File: config.mk
export PLATFORM = sky130hd
export DESIGN_NAME = io_core
export DESIGN_NICKNAME = d
export VERILOG_FILES = /design/src/io_pkg.sv /design/src/seg_scan.sv /design/src/pin_ctrl.sv /design/src/io_regs.sv /design/src/io_core.sv
export SDC_FILE = /design/constraint.sdc
export NUM_CORES = 1
export LEC_CHECK = 0
export ABC_AREA = 1
export BUFFER_PORTS_ARGS = -buffer_cell sky130_fd_sc_hd__buf_2
export CAP_MARGIN = 20
export CORE_MARGIN = 2
export CORE_UTILIZATION = 30
export CTS_CLUSTER_DIAMETER = 150
export DETAILED_ROUTE_END_ITERATION = 10
export MAX_ROUTING_LAYER = met4
export PLACE_DENSITY = 0.61
export SYNTH_ARGS = -nofsm -noshare
export SYNTH_HDL_FRONTEND = slang
export SYNTH_HIERARCHICAL = 1
export SYNTH_SLANG_ARGS = --single-unit
File: constraint.sdc
create_clock -name clock -period 1.3 [get_ports clock]
set_input_delay 0 -clock clock [delete_from_list [all_inputs] [get_ports clock]]
set_output_delay 0 -clock clock [all_outputs]
set_load 0.02 [all_outputs]
File: src/io_pkg.sv
package io_pkg;

	// host bus widths
	localparam int ADDR_W = 2;
	localparam int DATA_W = 16;

	// field widths inside a register word
	localparam int SDC_W   = 4;	// sd data pins
	localparam int PS2_W   = 2;	// ps2 clk in bit 0, data in bit 1
	localparam int SPARE_W = 6;	// unused top bits of pin control
	localparam int DIGIT_W = 4;	// one hex digit

	// register map
	localparam logic [ADDR_W-1:0] REG_PINCTL  = 2'd0;
	localparam logic [ADDR_W-1:0] REG_SEGDATA = 2'd1;
	localparam logic [ADDR_W-1:0] REG_STATUS  = 2'd2;	// read only

	// pin control view of a write word, sdc_out in the low nibble
	typedef struct packed {
		logic [SPARE_W-1:0] spare;	// read back as zero
		logic               ps2_data_low;
		logic               ps2_clk_low;
		logic [SDC_W-1:0]   sdc_oe;
		logic [SDC_W-1:0]   sdc_out;
	} pin_view_t;

	// display view, digit 0 in the low nibble
	typedef struct packed {
		logic [DIGIT_W-1:0] digit3;
		logic [DIGIT_W-1:0] digit2;
		logic [DIGIT_W-1:0] digit1;
		logic [DIGIT_W-1:0] digit0;
	} seg_view_t;

	// one host write word, decoded by address
	typedef union packed {
		pin_view_t pin;
		seg_view_t seg;
	} wr_word_u;

	// REG_STATUS uses the pin_view bit positions for the levels:
	// sd pins in [3:0], ps2 clk level in bit 8, ps2 data level in bit 9

endpackage

File: src/seg_scan.sv
module seg_scan import io_pkg::*; #(
	parameter int SCAN_DIV = 16	// cycles each digit stays lit
) (
	input  logic              clock,
	input  logic              rst_n_i,
	input  logic [DATA_W-1:0] seg_digits_i,
	output logic [3:0]        seg_char_o,	// active low digit select
	output logic [7:0]        seg_seg_o	// active low, dp in bit 7
);

	localparam int CNT_W = (SCAN_DIV > 1) ? $clog2(SCAN_DIV) : 1;

	logic [CNT_W-1:0]   div_q;
	logic [1:0]         idx_q;
	logic [DIGIT_W-1:0] nibble;
	logic [6:0]         seg_on;	// gfedcba, high means lit

	always_ff @(posedge clock or negedge rst_n_i) begin
		if (!rst_n_i) begin
			div_q <= '0;
			idx_q <= '0;
		end else if (div_q == CNT_W'(SCAN_DIV - 1)) begin
			div_q <= '0;
			idx_q <= idx_q + 2'd1;	// wraps 3 back to 0
		end else begin
			div_q <= div_q + 1'b1;
		end
	end

	assign nibble = seg_digits_i[idx_q*DIGIT_W +: DIGIT_W];

	// hex table
	always_comb begin
		case (nibble)
			4'h0: seg_on = 7'h3f;
			4'h1: seg_on = 7'h06;
			4'h2: seg_on = 7'h5b;
			4'h3: seg_on = 7'h4f;
			4'h4: seg_on = 7'h66;
			4'h5: seg_on = 7'h6d;
			4'h6: seg_on = 7'h7d;
			4'h7: seg_on = 7'h07;
			4'h8: seg_on = 7'h7f;
			4'h9: seg_on = 7'h6f;
			4'ha: seg_on = 7'h77;
			4'hb: seg_on = 7'h7c;	// lower case b
			4'hc: seg_on = 7'h39;
			4'hd: seg_on = 7'h5e;	// lower case d
			4'he: seg_on = 7'h79;
			default: seg_on = 7'h71;	// F
		endcase
	end

	assign seg_char_o = ~(4'b0001 << idx_q);
	assign seg_seg_o  = {1'b1, ~seg_on};	// decimal point never lit

endmodule

File: src/pin_ctrl.sv
module pin_ctrl import io_pkg::*; (
	input  logic             clock,
	input  logic             rst_n_i,

	input  logic [SDC_W-1:0] pin_out_i,
	input  logic [SDC_W-1:0] pin_oe_i,
	input  logic             ps2_clk_low_i,
	input  logic             ps2_data_low_i,

	input  logic [SDC_W-1:0] sdc_in_i,	// raw pad levels, async
	input  logic [PS2_W-1:0] ps2_in_i,

	output logic [SDC_W-1:0] sdc_out_o,
	output logic [SDC_W-1:0] sdc_oe_o,
	output logic [PS2_W-1:0] ps2_low_o,

	output logic [SDC_W-1:0] pin_sync_o,
	output logic [PS2_W-1:0] ps2_sync_o
);

	localparam int IN_W = SDC_W + PS2_W;

	logic [SDC_W-1:0] sdc_out_q;
	logic [SDC_W-1:0] sdc_oe_q;
	logic [PS2_W-1:0] ps2_low_q;

	logic [IN_W-1:0]  pad_in;
	logic [IN_W-1:0]  meta_q;	// first stage, may go metastable
	logic [IN_W-1:0]  sync_q;

	// pads only change on clock edges
	always_ff @(posedge clock or negedge rst_n_i) begin
		if (!rst_n_i) begin
			sdc_out_q <= '0;
			sdc_oe_q  <= '0;
			ps2_low_q <= '0;	// both ps2 lines released
		end else begin
			sdc_out_q <= pin_out_i;
			sdc_oe_q  <= pin_oe_i;
			ps2_low_q <= {ps2_data_low_i, ps2_clk_low_i};
		end
	end

	// all six inputs share one two stage synchronizer
	assign pad_in = {ps2_in_i, sdc_in_i};

	always_ff @(posedge clock or negedge rst_n_i) begin
		if (!rst_n_i) begin
			meta_q <= '0;
			sync_q <= '0;
		end else begin
			meta_q <= pad_in;
			sync_q <= meta_q;
		end
	end

	assign sdc_out_o  = sdc_out_q;
	assign sdc_oe_o   = sdc_oe_q;
	assign ps2_low_o  = ps2_low_q;
	assign pin_sync_o = sync_q[SDC_W-1:0];
	assign ps2_sync_o = sync_q[IN_W-1:SDC_W];

endmodule

File: src/io_regs.sv
module io_regs import io_pkg::*; (
	input  logic              clock,
	input  logic              rst_n_i,

	input  logic              wr_stb_i,
	input  logic              rd_stb_i,
	input  logic [ADDR_W-1:0] addr_i,
	input  logic [DATA_W-1:0] wdata_i,
	output logic [DATA_W-1:0] rdata_o,
	output logic              rvalid_o,

	input  logic [SDC_W-1:0]  pin_sync_i,
	input  logic [PS2_W-1:0]  ps2_sync_i,

	output logic [SDC_W-1:0]  pin_out_o,
	output logic [SDC_W-1:0]  pin_oe_o,
	output logic              ps2_clk_low_o,
	output logic              ps2_data_low_o,
	output logic [DATA_W-1:0] seg_digits_o
);

	wr_word_u          wr_word;
	logic              pin_wr;
	logic              seg_wr;

	logic [SDC_W-1:0]  pin_out_q, pin_out_n;
	logic [SDC_W-1:0]  pin_oe_q, pin_oe_n;
	logic              clk_low_q, clk_low_n;
	logic              data_low_q, data_low_n;
	logic [DATA_W-1:0] seg_q;
	logic [DATA_W-1:0] status_q;

	logic [DATA_W-1:0] rd_mux;
	logic [DATA_W-1:0] rdata_q;
	logic              rvalid_q;

	assign wr_word = wdata_i;
	assign pin_wr  = wr_stb_i && (addr_i == REG_PINCTL);
	assign seg_wr  = wr_stb_i && (addr_i == REG_SEGDATA);

	// next pin control, so pin_ctrl picks a write up on the same edge
	always_comb begin
		pin_out_n  = pin_out_q;
		pin_oe_n   = pin_oe_q;
		clk_low_n  = clk_low_q;
		data_low_n = data_low_q;
		if (pin_wr) begin
			pin_out_n  = wr_word.pin.sdc_out;
			pin_oe_n   = wr_word.pin.sdc_oe;
			clk_low_n  = wr_word.pin.ps2_clk_low;
			data_low_n = wr_word.pin.ps2_data_low;	// spare bits dropped here
		end
	end

	always_ff @(posedge clock or negedge rst_n_i) begin
		if (!rst_n_i) begin
			pin_out_q  <= '0;
			pin_oe_q   <= '0;
			clk_low_q  <= 1'b0;
			data_low_q <= 1'b0;
			seg_q      <= '0;
			status_q   <= '0;
		end else begin
			pin_out_q  <= pin_out_n;
			pin_oe_q   <= pin_oe_n;
			clk_low_q  <= clk_low_n;
			data_low_q <= data_low_n;
			if (seg_wr)
				seg_q <= {wr_word.seg.digit3, wr_word.seg.digit2,
				          wr_word.seg.digit1, wr_word.seg.digit0};
			// pad levels at the pin_view positions
			status_q <= {{SPARE_W{1'b0}}, ps2_sync_i[1], ps2_sync_i[0],
			             {SDC_W{1'b0}}, pin_sync_i};
		end
	end

	always_comb begin
		case (addr_i)
			REG_PINCTL:  rd_mux = {{SPARE_W{1'b0}}, data_low_q, clk_low_q, pin_oe_q, pin_out_q};
			REG_SEGDATA: rd_mux = seg_q;
			REG_STATUS:  rd_mux = status_q;
			default:     rd_mux = '0;	// address 3 is empty
		endcase
	end

	// read answers one cycle after the strobe
	always_ff @(posedge clock or negedge rst_n_i) begin
		if (!rst_n_i) begin
			rdata_q  <= '0;
			rvalid_q <= 1'b0;
		end else begin
			rvalid_q <= rd_stb_i;
			if (rd_stb_i)
				rdata_q <= rd_mux;
		end
	end

	assign rdata_o        = rdata_q;
	assign rvalid_o       = rvalid_q;
	assign pin_out_o      = pin_out_n;
	assign pin_oe_o       = pin_oe_n;
	assign ps2_clk_low_o  = clk_low_n;
	assign ps2_data_low_o = data_low_n;
	assign seg_digits_o   = seg_q;

endmodule

File: src/io_core.sv
module io_core import io_pkg::*; #(
	parameter int SCAN_DIV = 16
) (
	input  logic              clock,
	input  logic              rst_n_i,

	input  logic              wr_stb_i,
	input  logic              rd_stb_i,
	input  logic [ADDR_W-1:0] addr_i,
	input  logic [DATA_W-1:0] wdata_i,
	output logic [DATA_W-1:0] rdata_o,
	output logic              rvalid_o,

	input  logic [SDC_W-1:0]  sdc_in_i,
	output logic [SDC_W-1:0]  sdc_out_o,
	output logic [SDC_W-1:0]  sdc_oe_o,
	input  logic [PS2_W-1:0]  ps2_in_i,
	output logic [PS2_W-1:0]  ps2_low_o,

	output logic [3:0]        seg_char_o,
	output logic [7:0]        seg_seg_o
);

	logic [SDC_W-1:0]  pin_out;
	logic [SDC_W-1:0]  pin_oe;
	logic              ps2_clk_low;
	logic              ps2_data_low;
	logic [SDC_W-1:0]  pin_sync;
	logic [PS2_W-1:0]  ps2_sync;
	logic [DATA_W-1:0] seg_digits;

	io_regs u_regs (
		.clock          (clock),
		.rst_n_i        (rst_n_i),
		.wr_stb_i       (wr_stb_i),
		.rd_stb_i       (rd_stb_i),
		.addr_i         (addr_i),
		.wdata_i        (wdata_i),
		.rdata_o        (rdata_o),
		.rvalid_o       (rvalid_o),
		.pin_sync_i     (pin_sync),
		.ps2_sync_i     (ps2_sync),
		.pin_out_o      (pin_out),
		.pin_oe_o       (pin_oe),
		.ps2_clk_low_o  (ps2_clk_low),
		.ps2_data_low_o (ps2_data_low),
		.seg_digits_o   (seg_digits)
	);

	pin_ctrl u_pins (
		.clock          (clock),
		.rst_n_i        (rst_n_i),
		.pin_out_i      (pin_out),
		.pin_oe_i       (pin_oe),
		.ps2_clk_low_i  (ps2_clk_low),
		.ps2_data_low_i (ps2_data_low),
		.sdc_in_i       (sdc_in_i),
		.ps2_in_i       (ps2_in_i),
		.sdc_out_o      (sdc_out_o),
		.sdc_oe_o       (sdc_oe_o),
		.ps2_low_o      (ps2_low_o),
		.pin_sync_o     (pin_sync),
		.ps2_sync_o     (ps2_sync)
	);

	seg_scan #(
		.SCAN_DIV     (SCAN_DIV)
	) u_scan (
		.clock        (clock),
		.rst_n_i      (rst_n_i),
		.seg_digits_i (seg_digits),
		.seg_char_o   (seg_char_o),
		.seg_seg_o    (seg_seg_o)
	);

endmodule

Word-level counts from Yosys, hierarchy flattened
Memory sizes are Yosys's and may differ from the RTL's.
Cells that the tools add are included.
Widths: inputs -> output; s select.
{"block": "totals", "output_inout_bits": 39, "wordCells": 30, "romBits": 112, "ff_bits": 69, "memories": 1}
{"name": "(no name shown)", "depth": 16, "word_bits": 7, "read_ports": 1, "rd_ports_with_merged_regs": 0, "write_ports": 0, "line_no": "seg_scan.sv:34", "source": "case (nibble)"}
{"block": "classes", "n_eq_ne": 3, "n_shift": 2, "add_sub_neg": 2, "bitwise_logic": 2, "muxes": 4, "n_reduce_logical": 3}
{"cell": "$pmux 16 s3", "n": 1}
{"cell": "$shiftx 16x5->4", "n": 1}
{"cell": "$not 7->7", "n": 1}
{"cell": "$add 4x1->4 const B", "n": 1}
{"cell": "$eq 4x4->1 const B", "n": 1}
{"cell": "$mux 4", "n": 1}
{"cell": "$not 4->4", "n": 1}
{"cell": "$shl 1x2->4 const A", "n": 1}
{"cell": "$add 2x1->2 const B", "n": 1}
{"cell": "$eq 2x1->1 const B", "n": 1}
{"cell": "$eq 2x2->1 const B", "n": 1}
{"cell": "$logic_and 1x1->1", "n": 2}
{"cell": "$logic_not 2->1", "n": 1}
{"cell": "$mux 1", "n": 2}

Longest topological paths before layout
{"block": "logic_depth", "ltp_word": 3, "mapped_depth": 10, "depth_no_buf": 10}

Hierarchy
Netlist, hierarchy kept.
{"module": "io_regs", "area_per_inst_um2": 2038.2, "cells_per_inst": 220, "n_inst": 1}
{"module": "seg_scan", "area_per_inst_um2": 795.8, "cells_per_inst": 120, "n_inst": 1}
{"module": "pin_ctrl", "area_per_inst_um2": 550.5, "cells_per_inst": 22, "n_inst": 1}

Worst setup path before layout
No wires, ideal clock.
{"block": "synth_timing", "path_kind": "reg2out", "startpoint": "register u_scan.idx_q[0]", "endpoint": "output seg_seg_o[2]", "n_path_buf": 1, "stages_incl_launch_ff": 10, "t_arrival_ns": 1.538, "required_time_ns": 1.300, "setup_slack_ns": -0.238, "path_cell_list": "dfrtp_1 -> buf_4 -> nand2_1 -> nand2_1 -> nand2_1 -> nand2_1 -> ha_1 -> inv_1 -> nand3_1 -> o21ai_1"}
{"block": "synth_via", "elab_chain_cells": 3}
{"element": "start, declared", "line_no": "seg_scan.sv:14", "source": "logic [1:0] idx_q;"}
{"element": "start signal, assigned", "line_no": "seg_scan.sv:24", "source": "idx_q <= idx_q + 2'd1;"}
{"element": "$shiftx 16x5->4", "line_no": "seg_scan.sv:30", "source": "assign nibble = seg_digits_i[idx_q*DIGIT_W +: DIGIT_W];"}
{"element": "$mem_v2 16x7"}
{"element": "$not 7->7", "line_no": "seg_scan.sv:55", "source": "assign seg_seg_o = {1'b1, ~seg_on};"}
{"element": "end, declared", "line_no": "io_core.sv:21", "source": "output logic [7:0] seg_seg_o"}
Every way passes these cells.

Worst setup path after layout
{"block": "layout_timing", "startpoint": "register u_scan.idx_q[0]", "endpoint": "output seg_seg_o[0]"}
Same word-level chain as after synthesis.

==> metrics.md <==
| Metric | Value |
|---|---|
| Clock Power Share | 36.8% |
| Final WS setup | -0.565 ns |
| VDD IR max | 0.782 mV |
| Worst-Skew Late Latency | 0.33 ns |
| Vert. Die Dim | 110 um |
| CP endpoint kind | primary output |
| Post-Route Skew | 0.00609 ns |
| Slowest CP cell | dfrtp_2 |
| Logic pwr share | 21.9% |
| Total gr overflow | 0 |
| Period Utilization, post-route | 143% |
| Ant diodes | 0 |
| CTS sink count | 77 |
| Worst Path Buf+Inv | 3 |
| Outcome | finished with violations |
| Die area | 12100 um2 |
| Met1 Use GR | 19.9% |
| Area added between synthesis and finish | 44.0% |
| PwrDens | 1400 nW/um2 |
| Total Routing Usage GR | 14.7% |
| Avg WL per Cell | 12.8 um |
| Largest net degree at the start of global routing | 78 |
| Critical R2R Launch | u_scan/idx_q[0] |
| Flop pwr share | 41.2% |
| Hold Crit Endpoint | u_regs/seg_digits_o[10] |
| Worst-path clk slew | 0.06 ns |
| I/O Pins | 67 |
| Total CTS buffers | 9 |
| Placer congestion estimate | 0.913 |
| Number of global-route vias before repair | 2739 |
| Fmax | 536 MHz |
| Final setup viols | 11 |
| CTS max path bufs | 2 |
| Max incr delay on CP | 0.46 ns |
| Worst Path Arrival | 1.86 ns |
| Worst-path maximum fanout | 7 |
| DRT antenna net count | 0 |
| Initial core utilization | 30.9% |
| Number of hold violations in the final report | 0 |
| Synth Area in Compound Gates | 4.88% |
| Drt pass-1 iters | 4 |
| GR Layer Usage met2 | 22.3% |
| DPL Wire Length | 5350 um |
| Min-delay src | wr_stb_i |
| R2R Setup Slk | 0.12 ns |
| Met3 usage | 3.64% |
| DRT Wirelength | 7920 um |
| Max-Cap Viols | 0 |
| Dpl cells | 572 |
| Reg2Reg Depth | 5 |
| Fin. max-slew vios | 0 |
| Top delay family on crit path | simple AND/OR/NAND/NOR gates |
| 1st-iter DRT viols | 105 |
| Fraction of layout cells with a size suffix above 1 | 36.4% |
| Largest family of logic cells by synthesized area | simple AND/OR/NAND/NOR gates |
| Global-route wire length before repair | 13300 um |
| Synth Area in XOR/XNOR | 0.518% |
| Switching Share | 29.5% |
| Core ar. | 10900 um2 |
| Netlist cell types | 28 |
| Hold Path Stages | 3 |
| WHS | 0.0161 ns |
| Cell internal pwr | 4.82 mW |
| Failing checks | setup timing |
| Post-synthesis cell count | 362 |
| IO buf count | 65 |
| R2r endpoint | u_scan/idx_q[1] |
| Final nets | 512 |
| DR vias | 2751 |
| Sequential share of the synthesized area | 56.9% |
| # DRC | 0 |
| CTS root buffer | clkbuf_16 |
| Die X-Extent | 110 um |
| Levels on crit path | 11 |
| Multiplexer share of the synthesized area | 0% |
| Adder-cell share of the synthesized area | 4.07% |
| Setup WS pre-CTS | -0.302 ns |
| Worst Path Class, Setup | reg2out |
| Initial antenna violation count | 0 |
| CTS tree | done |
| Row cnt | 38 |
| Fill count | 1057 |
| Crit path launch type | flop |
| Yosys warns | 6 |
| Synth Register Bits | 77 |
| Crit path cell chain | inv_4, nand2_2, nand2_1, nand2_1, nand2_2, ha_4, inv_4, nand3_4, nand3_4, nand2_4, buf_6 |
| Syn Std Cell Area | 3380 um2 |
| Most Crowded Layer GR | met2 |
| RSZ-0062 raised after global routing | yes |
| Synthesized area per cell | 9.35 um2 |
| Post-Syn Nets | 401 |
| Synth Area in Simple Gates | 27.1% |
| Lkg Pwr | 2.50 nW |
| Type of the tightest min-delay check | in2reg |
| Sw Pwr | 2.01 mW |
| Vias/cell | 4.45 |
| Minimum clock period | 1.86 ns |
| Fin cells | 618 |
| # H-tree levels | 3 |
| Required @ worst endpoint | 1.30 ns |
[worst max-delay path by stage]
stage                    to  slack, ns       startpoint
2_1_floorplan  seg_seg_o[3]      -0.05  u_scan/idx_q[0]
3_3_place_gp   seg_seg_o[3]      -0.24  u_scan/idx_q[0]
3_5_place_dp   seg_seg_o[2]      -0.30  u_scan/idx_q[0]
4_1_cts        seg_seg_o[3]      -0.51  u_scan/idx_q[0]
5_1_grt        seg_seg_o[3]      -0.64  u_scan/idx_q[0]
6_report       seg_seg_o[0]      -0.56  u_scan/idx_q[0]
[flip-flops by register name (all words and copies together), names as in the netlist]
register,count
u_pins/meta_q,6
u_pins/ps2_low_o,2
u_pins/sdc_oe_o,4
u_pins/sdc_out_o,4
u_pins/sync_q,6
u_regs/clk_low_q,1
u_regs/data_low_q,1
u_regs/pin_oe_q,4
u_regs/pin_out_q,4
u_regs/rdata_o,16
u_regs/rvalid_o,1
u_regs/seg_digits_o,16
u_regs/status_q,6
u_scan/div_q,4
u_scan/idx_q,2
[power groups by stage]
stage | combinational [mW] | sequential, mW | clock [mW]
after CTS | 1.49 | 2.82 | 2.58
after global routing | 1.66 | 2.84 | 2.67
after detailed placement | 1.31 | 2.85 | 0
after global placement | 1.29 | 2.85 | 0
after floorplan | 0.735 | 2.94 | 0
final | 1.50 | 2.82 | 2.52
[Yosys cell counts, drive strengths merged]
cell type | number | area share [%]
a21oi | 1 | 0.15
nand2 | 146 | 17
inv | 28 | 3.3
clkbuf | 1 | 0.15
nor2 | 3 | 0.89
dfrtp | 77 | 57
buf | 13 | 2.8
nand3 | 54 | 8.9
o211ai | 1 | 0.22
o21ai | 23 | 4.5
clkinv | 1 | 0.15
ha | 11 | 4.1
xor2 | 2 | 0.52
conb | 1 | 0.11
[cell families (layout without fill, tap and decap cells)]
logic type | count (synthesis) | after routing
AND/OR/NAND/NOR | 203 | 204
flip-flops | 77 | 77
buffers and inverters | 43 | 158
AO/OA/AOI/OAI | 25 | 25
adder cells (fa/ha/maj) | 11 | 11
XOR/XNOR | 2 | 2
other | 1 | 1
[worst register-to-register path, stage by stage (launching register included)]
cell	delay (ns)
dfrtp_2	0.46
inv_4	0.12
buf_4	0.15
ha_4	0.20
nor2_1	0.09
a21oi_1	0.05
[area by class of cell]
class | instances | area [um2] | share of cell area (%)
sequential | 77 | 1930 | 39.6
clock buffer | 10 | 239 | 4.90
multi-input combinational | 243 | 1480 | 30.4
inverter | 29 | 126 | 2.59
clock inverter | 6 | 68.8 | 1.41
timing repair buffer | 113 | 852 | 17.5
tap | 140 | 175 | 3.59
[per-layer routing]
metal / wire [um] / share of wire [%] / vias to the layer above
met5: 0 / 0 / -
met4: 129 / 1.6 / 0
met3: 416 / 5.3 / 13
met2: 3610 / 46 / 66
met1: 3770 / 48 / 1300
li1: - / - / 1372
[per-stage QoR]
step / area [um2] / total power [mW] / setup TNS, ns / utilization, %
finish: 4870 / 6.83 / -4.25 / 44.6
global route: 4870 / 7.18 / -4.99 / 44.6
CTS: 4830 / 6.89 / -3.76 / 44.2
detailed placement: 4060 / 4.15 / -1.99 / 37.1
global placement: 4060 / 4.14 / -1.61 / 37.1
floorplan: 3510 / 3.68 / -0.198 / -
[placed cells by master (no fill, tap or decap), drive strengths merged]
cell type | netlist | layout
nor2 | 3 | 3
clkinv | 1 | 3
clkinvlp | 0 | 1
clkbuf | 1 | 10
o21ai | 23 | 23
o211ai | 1 | 1
conb | 1 | 1
buf | 13 | 89
ha | 11 | 11
dlygate4sd3 | 0 | 24
bufinv | 0 | 1
a21oi | 1 | 1
inv | 28 | 30
dfrtp | 77 | 77
xor2 | 2 | 2
nand2 | 146 | 147
nand3 | 54 | 54
[what timing repair did]
| item | in CTS | in global routing |
|---|---|---|
| setup buffers | 5 | 1 |
| gates resized for setup | 55 | 9 |
| hold buffers | 24 | 0 |
| pin swaps | 10 | 7 |
| setup endpoints to repair | 12 | 11 |
| gates cloned | 1 | 0 |
| hold endpoints to repair | 102 | 0 |
(Power assumes the default switching activity.)
